File: config.mk
export PLATFORM = sky130hd
export DESIGN_NAME = sv32_mmu
export DESIGN_NICKNAME = d
export VERILOG_FILES = /design/src/logic/mmu_pkg.sv /design/src/logic/sv32_dtlb.sv /design/src/logic/sv32_ptw.sv /design/src/logic/walk_timer.sv /design/src/logic/sv32_perm_check.sv /design/src/logic/sv32_mmu.sv
export SDC_FILE = /design/constraint.sdc
export NUM_CORES = 1
export LEC_CHECK = 0
export BUFFER_PORTS_ARGS = -buffer_cell sky130_fd_sc_hd__buf_2
export CORE_MARGIN = 4
export CORE_UTILIZATION = 58
export DETAILED_ROUTE_END_ITERATION = 10
export GPL_ROUTABILITY_DRIVEN = 0
export GPL_TIMING_DRIVEN = 0
export PLACE_DENSITY = 0.8
export SLEW_MARGIN = 5
export SYNTH_ARGS = -nofsm -noshare
export SYNTH_HDL_FRONTEND = slang
export SYNTH_SLANG_ARGS = --single-unit
File: constraint.sdc
create_clock -name clk_i -period 3.16 [get_ports clk_i]
set_input_delay 0.316 -clock clk_i [delete_from_list [all_inputs] [get_ports clk_i]]
set_output_delay 0.316 -clock clk_i [all_outputs]
set_load 0.05 [all_outputs]
File: src/logic/mmu_pkg.sv
`default_nettype none

package mmu_pkg;

  // ---------------------------------------------------------------------------
  // address and PTE widths for Sv32
  // ---------------------------------------------------------------------------
  localparam int unsigned VADDR_W        = 32;
  localparam int unsigned PADDR_W        = 34;
  localparam int unsigned PPN_W          = 22;
  localparam int unsigned VPN_W          = 10;
  localparam int unsigned PTE_WORD_W     = 32;
  localparam int unsigned PAGE_OFFSET_W  = 12;
  // bytes per PTE in the page table
  localparam int unsigned PTE_BYTES      = 4;

  typedef logic [VADDR_W-1:0]    vaddr_t;
  typedef logic [PADDR_W-1:0]    paddr_t;
  typedef logic [PPN_W-1:0]      ppn_t;
  typedef logic [VPN_W-1:0]      vpn_part_t;
  typedef logic [PTE_WORD_W-1:0] pte_t;

  // PTE flag bits with the PPN in the upper 22 bits
  localparam int unsigned PTE_V       = 0;
  localparam int unsigned PTE_R       = 1;
  localparam int unsigned PTE_W       = 2;
  localparam int unsigned PTE_X       = 3;
  localparam int unsigned PTE_U       = 4;
  localparam int unsigned PTE_A       = 6;
  localparam int unsigned PTE_D       = 7;
  localparam int unsigned PTE_PPN_LSB = 10;

  // ---------------------------------------------------------------------------
  // privilege and exception causes
  // ---------------------------------------------------------------------------
  typedef enum logic [1:0] {
    PRIV_U = 2'b00,
    PRIV_S = 2'b01
  } priv_lvl_t;

  typedef logic [3:0] exc_cause_t;

  localparam exc_cause_t CAUSE_LD_ACCESS = 4'd5;
  localparam exc_cause_t CAUSE_ST_ACCESS = 4'd7;
  localparam exc_cause_t CAUSE_LD_PAGE   = 4'd13;
  localparam exc_cause_t CAUSE_ST_PAGE   = 4'd15;

  // ---------------------------------------------------------------------------
  // walker FSM and sizes
  // ---------------------------------------------------------------------------
  typedef enum logic [1:0] {
    WALK_IDLE,
    WALK_REQ,
    WALK_WAIT,
    WALK_DONE
  } walk_state_t;

  localparam int unsigned DTLB_ENTRIES        = 4;
  localparam int unsigned DTLB_PTR_W          = $clog2(DTLB_ENTRIES);
  // cycles allowed for one page table read
  localparam int unsigned WALK_TIMEOUT_CYCLES = 31;
  localparam int unsigned TIMER_W             = 5;

endpackage

`default_nettype wire

File: src/logic/sv32_dtlb.sv
`default_nettype none
`timescale 1ns/1ns

module sv32_dtlb
  import mmu_pkg::*;
(
  input  logic   clk_i,
  input  logic   rst_ni,
  input  logic   flush_i,
  input  vaddr_t lookup_vaddr_i,
  input  logic   fill_i,
  input  vaddr_t fill_vaddr_i,
  input  pte_t   fill_pte_i,
  input  logic   fill_is_mega_i,
  output logic   hit_o,
  output pte_t   hit_pte_o,
  output logic   hit_is_mega_o
);

  // per-entry tag, flags and cached leaf PTE
  logic      [DTLB_ENTRIES-1:0] valid_q;
  logic      [DTLB_ENTRIES-1:0] mega_q;
  vpn_part_t                    vpn1_q [DTLB_ENTRIES];
  vpn_part_t                    vpn0_q [DTLB_ENTRIES];
  pte_t                         pte_q  [DTLB_ENTRIES];

  // next entry to replace
  logic      [DTLB_PTR_W-1:0]   victim_q;

  logic      [DTLB_ENTRIES-1:0] match;
  vpn_part_t                    lu_vpn1;
  vpn_part_t                    lu_vpn0;

  assign lu_vpn1 = lookup_vaddr_i[PAGE_OFFSET_W+VPN_W +: VPN_W];
  assign lu_vpn0 = lookup_vaddr_i[PAGE_OFFSET_W +: VPN_W];

  // ---------------------------------------------------------------------------
  // lookup
  // ---------------------------------------------------------------------------
  always_comb begin
    hit_pte_o     = '0;
    hit_is_mega_o = 1'b0;
    for (int i = 0; i < DTLB_ENTRIES; i++) begin
      // megapage entries ignore vpn0
      match[i] = valid_q[i] && (vpn1_q[i] == lu_vpn1) &&
                 (mega_q[i] || (vpn0_q[i] == lu_vpn0));
      if (match[i]) begin
        hit_pte_o     = pte_q[i];
        hit_is_mega_o = mega_q[i];
      end
    end
  end

  assign hit_o = |match;

  // ---------------------------------------------------------------------------
  // fill and flush
  // ---------------------------------------------------------------------------
  // flush wins over a fill in the same cycle
  always_ff @(posedge clk_i or negedge rst_ni) begin
    if (!rst_ni) begin
      valid_q  <= '0;
      victim_q <= '0;
    end else if (flush_i) begin
      valid_q <= '0;
    end else if (fill_i) begin
      valid_q[victim_q] <= 1'b1;
      // round robin over all entries
      victim_q          <= victim_q + DTLB_PTR_W'(1);
    end
  end

  // tag and PTE storage
  always_ff @(posedge clk_i) begin
    if (fill_i) begin
      vpn1_q[victim_q] <= fill_vaddr_i[PAGE_OFFSET_W+VPN_W +: VPN_W];
      vpn0_q[victim_q] <= fill_vaddr_i[PAGE_OFFSET_W +: VPN_W];
      pte_q[victim_q]  <= fill_pte_i;
      mega_q[victim_q] <= fill_is_mega_i;
    end
  end

  // a fill only follows a miss, so two entries never cover one page
  a_single_match: assert property (@(posedge clk_i) disable iff (!rst_ni)
    $onehot0(match));

endmodule

`default_nettype wire

File: src/logic/sv32_ptw.sv
`default_nettype none
`timescale 1ns/1ns

module sv32_ptw
  import mmu_pkg::*;
(
  input  logic   clk_i,
  input  logic   rst_ni,
  input  logic   start_i,
  input  vaddr_t vaddr_i,
  input  ppn_t   satp_ppn_i,
  input  logic   mem_rvalid_i,
  input  pte_t   mem_rdata_i,
  input  logic   timer_expired_i,
  output logic   busy_o,
  output logic   mem_req_o,
  output paddr_t mem_addr_o,
  output logic   timer_start_o,
  output logic   timer_stop_o,
  output logic   done_o,
  output pte_t   leaf_pte_o,
  output logic   leaf_is_mega_o,
  output logic   page_fault_o,
  output logic   access_fault_o,
  output logic   fill_o
);

  walk_state_t state_q, state_d;
  // high while reading the level-1 PTE
  logic        level_q, level_d;
  logic        page_fault_q, page_fault_d;
  logic        access_fault_q, access_fault_d;
  ppn_t        ppn_q, ppn_d;
  pte_t        leaf_pte_q, leaf_pte_d;
  logic        mega_q, mega_d;

  ppn_t        base_ppn;
  vpn_part_t   vpn_sel;
  logic        pte_invalid;
  logic        pte_leaf;
  logic        pte_misaligned;

  // ---------------------------------------------------------------------------
  // PTE address
  // ---------------------------------------------------------------------------
  // first read goes out straight from idle and the level-0 read from WALK_REQ
  assign base_ppn = (state_q == WALK_IDLE) ? satp_ppn_i : ppn_q;
  assign vpn_sel  = (state_q == WALK_IDLE) ? vaddr_i[PAGE_OFFSET_W+VPN_W +: VPN_W]
                                           : vaddr_i[PAGE_OFFSET_W +: VPN_W];
  assign mem_addr_o = paddr_t'({base_ppn, {PAGE_OFFSET_W{1'b0}}}) +
                      paddr_t'(vpn_sel) * paddr_t'(PTE_BYTES);

  assign mem_req_o     = ((state_q == WALK_IDLE) && start_i) || (state_q == WALK_REQ);
  assign timer_start_o = mem_req_o;
  assign timer_stop_o  = (state_q == WALK_WAIT) && mem_rvalid_i;

  // W without R is a reserved encoding
  assign pte_invalid    = !mem_rdata_i[PTE_V] || (mem_rdata_i[PTE_W] && !mem_rdata_i[PTE_R]);
  assign pte_leaf       = mem_rdata_i[PTE_R] || mem_rdata_i[PTE_X];
  // megapage needs PPN[0] zero
  assign pte_misaligned = |mem_rdata_i[PTE_PPN_LSB +: VPN_W];

  // ---------------------------------------------------------------------------
  // walk FSM
  // ---------------------------------------------------------------------------
  always_comb begin
    state_d        = state_q;
    level_d        = level_q;
    page_fault_d   = page_fault_q;
    access_fault_d = access_fault_q;
    ppn_d          = ppn_q;
    leaf_pte_d     = leaf_pte_q;
    mega_d         = mega_q;
    case (state_q)
      WALK_IDLE: begin
        if (start_i) begin
          state_d        = WALK_WAIT;
          level_d        = 1'b1;
          page_fault_d   = 1'b0;
          access_fault_d = 1'b0;
        end
      end
      WALK_REQ: begin
        state_d = WALK_WAIT;
      end
      WALK_WAIT: begin
        // a response in the expiry cycle still counts
        if (mem_rvalid_i) begin
          state_d = WALK_DONE;
          if (pte_invalid) begin
            page_fault_d = 1'b1;
          end else if (pte_leaf) begin
            if (level_q && pte_misaligned) begin
              page_fault_d = 1'b1;
            end else begin
              leaf_pte_d = mem_rdata_i;
              mega_d     = level_q;
            end
          end else if (level_q) begin
            // pointer to the next level
            ppn_d   = mem_rdata_i[PTE_WORD_W-1:PTE_PPN_LSB];
            level_d = 1'b0;
            state_d = WALK_REQ;
          end else begin
            // pointer at level 0 with no levels left
            page_fault_d = 1'b1;
          end
        end else if (timer_expired_i) begin
          state_d        = WALK_DONE;
          access_fault_d = 1'b1;
        end
      end
      WALK_DONE: begin
        state_d = WALK_IDLE;
      end
      default: begin
        state_d = WALK_IDLE;
      end
    endcase
  end

  always_ff @(posedge clk_i or negedge rst_ni) begin
    if (!rst_ni) begin
      state_q        <= WALK_IDLE;
      level_q        <= 1'b1;
      page_fault_q   <= 1'b0;
      access_fault_q <= 1'b0;
    end else begin
      state_q        <= state_d;
      level_q        <= level_d;
      page_fault_q   <= page_fault_d;
      access_fault_q <= access_fault_d;
    end
  end

  always_ff @(posedge clk_i) begin
    ppn_q      <= ppn_d;
    leaf_pte_q <= leaf_pte_d;
    mega_q     <= mega_d;
  end

  // outputs
  assign busy_o         = start_i || (state_q != WALK_IDLE);
  assign done_o         = (state_q == WALK_DONE);
  assign fill_o         = done_o && !page_fault_q && !access_fault_q;
  assign leaf_pte_o     = leaf_pte_q;
  assign leaf_is_mega_o = mega_q;
  assign page_fault_o   = page_fault_q;
  assign access_fault_o = access_fault_q;

  // memory answers only the read this walker has outstanding
  a_rvalid_in_wait: assert property (@(posedge clk_i) disable iff (!rst_ni)
    mem_rvalid_i |-> (state_q == WALK_WAIT));

endmodule

`default_nettype wire

File: src/logic/walk_timer.sv
`default_nettype none
`timescale 1ns/1ns

module walk_timer
  import mmu_pkg::*;
(
  input  logic clk_i,
  input  logic rst_ni,
  input  logic start_i,
  input  logic stop_i,
  output logic expired_o
);

  logic [TIMER_W-1:0] cnt_q;
  logic               running_q;

  // cnt_q equals the cycles elapsed since the read went out
  assign expired_o = running_q && (cnt_q == TIMER_W'(WALK_TIMEOUT_CYCLES));

  always_ff @(posedge clk_i or negedge rst_ni) begin
    if (!rst_ni) begin
      cnt_q     <= '0;
      running_q <= 1'b0;
    end else if (start_i) begin
      cnt_q     <= TIMER_W'(1);
      running_q <= 1'b1;
    end else if (stop_i || expired_o) begin
      // single pulse, then idle until the next read
      running_q <= 1'b0;
    end else if (running_q) begin
      cnt_q <= cnt_q + TIMER_W'(1);
    end
  end

endmodule

`default_nettype wire

File: src/logic/sv32_perm_check.sv
`default_nettype none
`timescale 1ns/1ns

module sv32_perm_check
  import mmu_pkg::*;
(
  input  pte_t       pte_i,
  input  logic       is_store_i,
  input  priv_lvl_t  priv_lvl_i,
  input  logic       sum_i,
  output logic       fault_o,
  output exc_cause_t cause_o
);

  logic priv_fault;
  logic rw_fault;
  logic accessed_fault;

  // ---------------------------------------------------------------------------
  // privilege
  // ---------------------------------------------------------------------------
  // user code may only touch U pages
  // supervisor touches U pages only with SUM set
  assign priv_fault = ((priv_lvl_i == PRIV_U) && !pte_i[PTE_U]) ||
                      ((priv_lvl_i == PRIV_S) && pte_i[PTE_U] && !sum_i);

  // ---------------------------------------------------------------------------
  // access type
  // ---------------------------------------------------------------------------
  // stores also need D, hardware does not update it
  assign rw_fault = is_store_i ? (!pte_i[PTE_W] || !pte_i[PTE_D])
                               : !pte_i[PTE_R];

  // A clear is a fault, software manages the bit
  assign accessed_fault = !pte_i[PTE_A];

  assign fault_o = accessed_fault || priv_fault || rw_fault;

  // only page faults come from here
  assign cause_o = is_store_i ? CAUSE_ST_PAGE : CAUSE_LD_PAGE;

endmodule

`default_nettype wire

File: src/logic/sv32_mmu.sv
`default_nettype none
`timescale 1ns/1ns

module sv32_mmu
  import mmu_pkg::*;
(
  input  logic       clk_i,
  input  logic       rst_ni,
  input  logic       req_i,
  input  vaddr_t     vaddr_i,
  input  logic       is_store_i,
  input  priv_lvl_t  priv_lvl_i,
  input  logic       sum_i,
  input  logic       translation_en_i,
  input  ppn_t       satp_ppn_i,
  input  logic       flush_i,
  input  logic       mem_rvalid_i,
  input  pte_t       mem_rdata_i,
  output logic       valid_o,
  output paddr_t     paddr_o,
  output logic       exc_valid_o,
  output exc_cause_t exc_cause_o,
  output logic       busy_o,
  output logic       mem_req_o,
  output paddr_t     mem_addr_o
);

  // request stage
  logic       req_q;
  vaddr_t     vaddr_q;
  logic       is_store_q;
  priv_lvl_t  priv_lvl_q;
  logic       sum_q;
  logic       xlate_q;
  ppn_t       satp_ppn_q;
  logic       hit_q;
  pte_t       hit_pte_q;
  logic       hit_mega_q;

  // DTLB lookup for the incoming vaddr
  logic       dtlb_hit;
  pte_t       dtlb_pte;
  logic       dtlb_mega;

  // walker and timer
  logic       walk_start;
  logic       walk_done;
  logic       walk_fill;
  pte_t       walk_pte;
  logic       walk_mega;
  logic       walk_page_fault;
  logic       walk_access_fault;
  logic       timer_start;
  logic       timer_stop;
  logic       timer_expired;

  // result path
  logic       hit_valid;
  pte_t       sel_pte;
  logic       sel_mega;
  logic       perm_fault;
  exc_cause_t perm_cause;

  // ---------------------------------------------------------------------------
  // request stage register
  // ---------------------------------------------------------------------------
  always_ff @(posedge clk_i or negedge rst_ni) begin
    if (!rst_ni) begin
      req_q <= 1'b0;
    end else begin
      req_q <= req_i;
    end
  end

  // attributes stay put through a walk since no strobe comes while busy
  always_ff @(posedge clk_i) begin
    if (req_i) begin
      vaddr_q    <= vaddr_i;
      is_store_q <= is_store_i;
      priv_lvl_q <= priv_lvl_i;
      sum_q      <= sum_i;
      xlate_q    <= translation_en_i;
      satp_ppn_q <= satp_ppn_i;
      hit_q      <= dtlb_hit;
      hit_pte_q  <= dtlb_pte;
      hit_mega_q <= dtlb_mega;
    end
  end

  sv32_dtlb i_dtlb (
    .clk_i          (clk_i),
    .rst_ni         (rst_ni),
    .flush_i        (flush_i),
    .lookup_vaddr_i (vaddr_i),
    .fill_i         (walk_fill),
    .fill_vaddr_i   (vaddr_q),
    .fill_pte_i     (walk_pte),
    .fill_is_mega_i (walk_mega),
    .hit_o          (dtlb_hit),
    .hit_pte_o      (dtlb_pte),
    .hit_is_mega_o  (dtlb_mega)
  );

  // miss in the stage starts the walk in the same cycle
  assign walk_start = req_q && xlate_q && !hit_q;
  assign hit_valid  = req_q && xlate_q && hit_q;

  sv32_ptw i_ptw (
    .clk_i           (clk_i),
    .rst_ni          (rst_ni),
    .start_i         (walk_start),
    .vaddr_i         (vaddr_q),
    .satp_ppn_i      (satp_ppn_q),
    .mem_rvalid_i    (mem_rvalid_i),
    .mem_rdata_i     (mem_rdata_i),
    .timer_expired_i (timer_expired),
    .busy_o          (busy_o),
    .mem_req_o       (mem_req_o),
    .mem_addr_o      (mem_addr_o),
    .timer_start_o   (timer_start),
    .timer_stop_o    (timer_stop),
    .done_o          (walk_done),
    .leaf_pte_o      (walk_pte),
    .leaf_is_mega_o  (walk_mega),
    .page_fault_o    (walk_page_fault),
    .access_fault_o  (walk_access_fault),
    .fill_o          (walk_fill)
  );

  walk_timer i_walk_timer (
    .clk_i     (clk_i),
    .rst_ni    (rst_ni),
    .start_i   (timer_start),
    .stop_i    (timer_stop),
    .expired_o (timer_expired)
  );

  // ---------------------------------------------------------------------------
  // result selection
  // ---------------------------------------------------------------------------
  // hit and walk completion never coincide
  assign sel_pte  = walk_done ? walk_pte : hit_pte_q;
  assign sel_mega = walk_done ? walk_mega : hit_mega_q;

  sv32_perm_check i_perm_check (
    .pte_i      (sel_pte),
    .is_store_i (is_store_q),
    .priv_lvl_i (priv_lvl_q),
    .sum_i      (sum_q),
    .fault_o    (perm_fault),
    .cause_o    (perm_cause)
  );

  assign valid_o = (req_q && !xlate_q) || hit_valid || walk_done;

  always_comb begin
    if (!xlate_q) begin
      // bare mode zero-extends the vaddr
      paddr_o = paddr_t'(vaddr_q);
    end else begin
      paddr_o = {sel_pte[PTE_WORD_W-1:PTE_PPN_LSB], vaddr_q[PAGE_OFFSET_W-1:0]};
      // megapage keeps vpn0 from the vaddr
      if (sel_mega) begin
        paddr_o[PAGE_OFFSET_W +: VPN_W] = vaddr_q[PAGE_OFFSET_W +: VPN_W];
      end
    end
  end

  always_comb begin
    exc_valid_o = 1'b0;
    exc_cause_o = perm_cause;
    if (xlate_q) begin
      if (walk_done && walk_access_fault) begin
        exc_valid_o = 1'b1;
        exc_cause_o = is_store_q ? CAUSE_ST_ACCESS : CAUSE_LD_ACCESS;
      end else if (walk_done && walk_page_fault) begin
        exc_valid_o = 1'b1;
        exc_cause_o = is_store_q ? CAUSE_ST_PAGE : CAUSE_LD_PAGE;
      end else begin
        exc_valid_o = perm_fault;
      end
    end
  end

  // requester holds off while a walk runs
  a_no_req_while_busy: assert property (@(posedge clk_i) disable iff (!rst_ni)
    req_i |-> !busy_o);

endmodule

`default_nettype wire

==> metrics.yaml <==
p_leak_nw: 6.11
drt_pass1_iterations: 5
viasPerCell: 5.66
fin_ws_ns: 0.0627
fmax_mhz: 323
worstHoldPathType: "in2reg"
fp.dieH_um: 163
post_drt_wl_per_cell_um: 21.6
dr_wl_met3_um: 2340
clk_pin_slew_ns: 0.06
core_um2: 23500
netlist_area_um2: 13900
outcome: "completed"
finClkSkew_ns: 0.0144
wl_met2_um: 17100
io-pin-count: 172
grt_overflow: 0
finalCoreUtilization_pct: 72.8
m1WireLength_um: 12300
drt-initial-drc-count: 1021
worstReg2RegEnd: "hit_pte_q[28]$_DFFE_PP_"
drive_gt1_share_pct: 27.7
pre_cts_slack_ns: 0.360
drtAntennaViolNets: 0
cts_made_buffers: 35
synth-edff-count: 330
area_growth_pct: 22.9
grt_start_max_net_pins: 62
clock_path_buffers: 3
grt_pass1_vias: 8945
power_density_nw_per_um2: 690
min-delay-start: "mem_rdata_i[2]"
synth-seq-area-share_pct: 74.3
crit_slowest_cell: "clkbuf_1"
drv_cap: 0
grt_pass1_wl_um: 50400
slew_headroom_pct: 20.6
portBuffers: 164
antenna_cells: 0
synth.distinct_cells: 54
antenna_found_initial: 0
setup_viol: 0
crit_top_cell: "buf_2"
cts_tree: "built"
vias: 8572
cts_setup_buffers: 0
cp_cell_sequence: "buf_2, nor2_1, clkbuf_1, mux2_2, buf_2"
finalCritPeriodShare_pct: 98.0
drv_slew: 0
root_buffer: "clkbuf_16"
ys_warn_count: 0
crit_required_ns: 2.84
final_common_cell: "edfxtp_1"
synthArstFlopShare_pct: 5.17
setup-tns-final_ns: 0
synthFlopType: "edfxtp_1"
worstHoldEndpoint: "i_ptw.leaf_pte_o[2]$_DFFE_PP_"
synth_cells: 901
end_kind: "output pin"
clk_latency_ns: 0.51
r2r_slack_ns: 0.40
syn_avg_cell_area_um2: 15.5
ys_ff_latch: 348
post-dp-hpwl_um: 20800
critical_path.max_stage_delay_ns: 0.60
die_width_um: 163
hold_viol_final: 0
routed_wl_um: 32700
die_area_um2: 26600
rsz0062_at_grt: "no"
cts.sink_count: 348
nNetsFinal: 1271
htreeDepth: 2
track_usage_pct: 25.0
reg2reg_from: "i_dtlb.vpn0_q[3][4]$_DFFE_PP_"
reg2reg_depth: 8
whs_ns: 0.0184
holdPathStages: 1
highest_layer: "met4"
fin_cells: 1514
rows: 56
worst_ep_arrival_time_ns: 2.78
start_util_pct: 59.2
crit_fanout: 10
worst_slew_pin_slew_ns: 1.19
worstSetupPathType: "reg2out"
nFillCells: 1482
ir_drop_mv: 0.687
final.min_clock_period_ns: 3.10
dp.cells: 1391
drc: 0
final_cell_mix: "edfxtp_1, buf_2, nand2_1"
cp-start-kind: "flip-flop"
==> routing by layer <==
metal  vias to the layer above  GRT usage, %
met5                         -             0
met1                      4233          31.9
met4                         0          8.12
met2                       412          43.6
met3                        77          4.87
li1                       3850             -
==> synthesized netlist by cell type, types with 3 or more instances <==
cell      instances  share of area [%]
o21ai_0          16               0.57
xnor2_2           3               0.35
buf_6             8               0.65
a32oi_1          26                1.6
nand2_1         132                3.6
or3_1             3               0.13
xor2_1           19                1.2
ha_1              6               0.54
nand3_1          11               0.39
nor2_1           24               0.65
buf_4            20                1.1
nand4_1          11               0.49
xnor2_1          61                3.8
dfrtp_1          17                3.1
or2_2            16               0.72
buf_2            12               0.43
and2_1            7               0.31
edfxtp_1        330                 71
and3_1            4               0.18
or2_1            11               0.49
nand2b_1          3               0.13
a21oi_1          11               0.39
nand3b_1          3               0.16
clkbuf_1         18               0.48
a31oi_1          10               0.45
inv_1             6               0.16
nor4_1            8               0.36
nor2b_1           3               0.13
mux2i_1          11               0.79
mux2_2           33                2.7
nor3_1           31                1.1
==> stage by stage <==
| step | total power [mW] | area, um^2 |
|---|---|---|
| floorplan | 6.80 | 14000 |
| global placement | 7.34 | 15200 |
| detailed placement | 7.38 | 15300 |
| CTS | 11.9 | 17100 |
| global route | 12.2 | 17100 |
| finish | 11.8 | 17100 |
==> report_power, final <==
group | switching, mW | leakage, nW | internal [mW] | total [mW]
Sequential | 0.154 | 3.28 | 5.25 | 5.40
Clock | 1.67 | 0.609 | 2.80 | 4.47
Combinational | 1.38 | 2.23 | 0.588 | 1.97
==> cell families after synthesis <==
group                      after synthesis  synth area share, %
DFF                                    348                 74.3
and+or+nand+nor                        275                 9.34
xor gates and xnor gates                83                 5.37
AOI/OAI and AO/OA                       78                 4.11
buffers and inverters                   65                 2.83
muxes                                   44                 3.45
adders and majority gates                6                0.538
other                                    2               0.0539
==> critical path, delay by kind of cell, from the launching register on <==
kind          cells  cell delay, ns
flops             1            0.35
simple gates      1            0.49
buf+inv           3            0.99
mux               1            0.44
==> registers in the layout, summed over array words and instances, names as in the netlist, 2 cells and up <==
register / count
i_dtlb.valid_q: 4
i_dtlb.mega_q: 4
vaddr_q: 32
i_dtlb.pte_q: 108
i_ptw.leaf_pte_o: 27
priv_lvl_q: 2
i_walk_timer.cnt_q: 5
i_dtlb.vpn1_q: 40
i_dtlb.vpn0_q: 40
i_ptw.ppn_q: 22
hit_pte_q: 27
i_ptw.state_q: 2
i_dtlb.victim_q: 2
satp_ppn_q: 22
==> timing repair <==
action | 4_1_cts | 5_1_grt
endpoints found under the hold margin | 85 | 2
resized for setup | 2 | 6
hold buffers | 58 | 2
cloned | 0 | 0
endpoints found under the setup margin | 12 | 12
==> cell type report <==
class | instances | area [um^2] | share of cell area (%)
Tap cell | 319 | 399 | 2.33
Inverter | 6 | 22.5 | 0.131
Buffer | 59 | 378 | 2.20
Clock inverter | 18 | 293 | 1.71
Clock buffer | 45 | 956 | 5.58
Timing Repair Buffer | 229 | 1530 | 8.93
Sequential cell | 348 | 10400 | 60.4
Multi-Input combinational cell | 490 | 3200 | 18.7
==> worst max-delay path by stage <==
stage | startpoint | end | depth (start not counted)
6_report | i_ptw.state_q[1]$_DFFE_PN0P_ | mem_addr_o[4] | 5
4_1_cts | i_ptw.state_q[1]$_DFFE_PN0P_ | mem_addr_o[17] | 5
3_5_place_dp | i_ptw.state_q[0]$_DFFE_PN0P_ | paddr_o[20] | 7
3_3_place_gp | i_ptw.state_q[0]$_DFFE_PN0P_ | i_dtlb.vpn1_q[0][1]$_DFFE_PP_ | 5
2_1_floorplan | i_ptw.state_q[0]$_DFFE_PN0P_ | paddr_o[15] | 6
5_1_grt | i_ptw.state_q[1]$_DFFE_PN0P_ | mem_addr_o[4] | 5
Note: power is estimated with default switching activity, not from simulation.
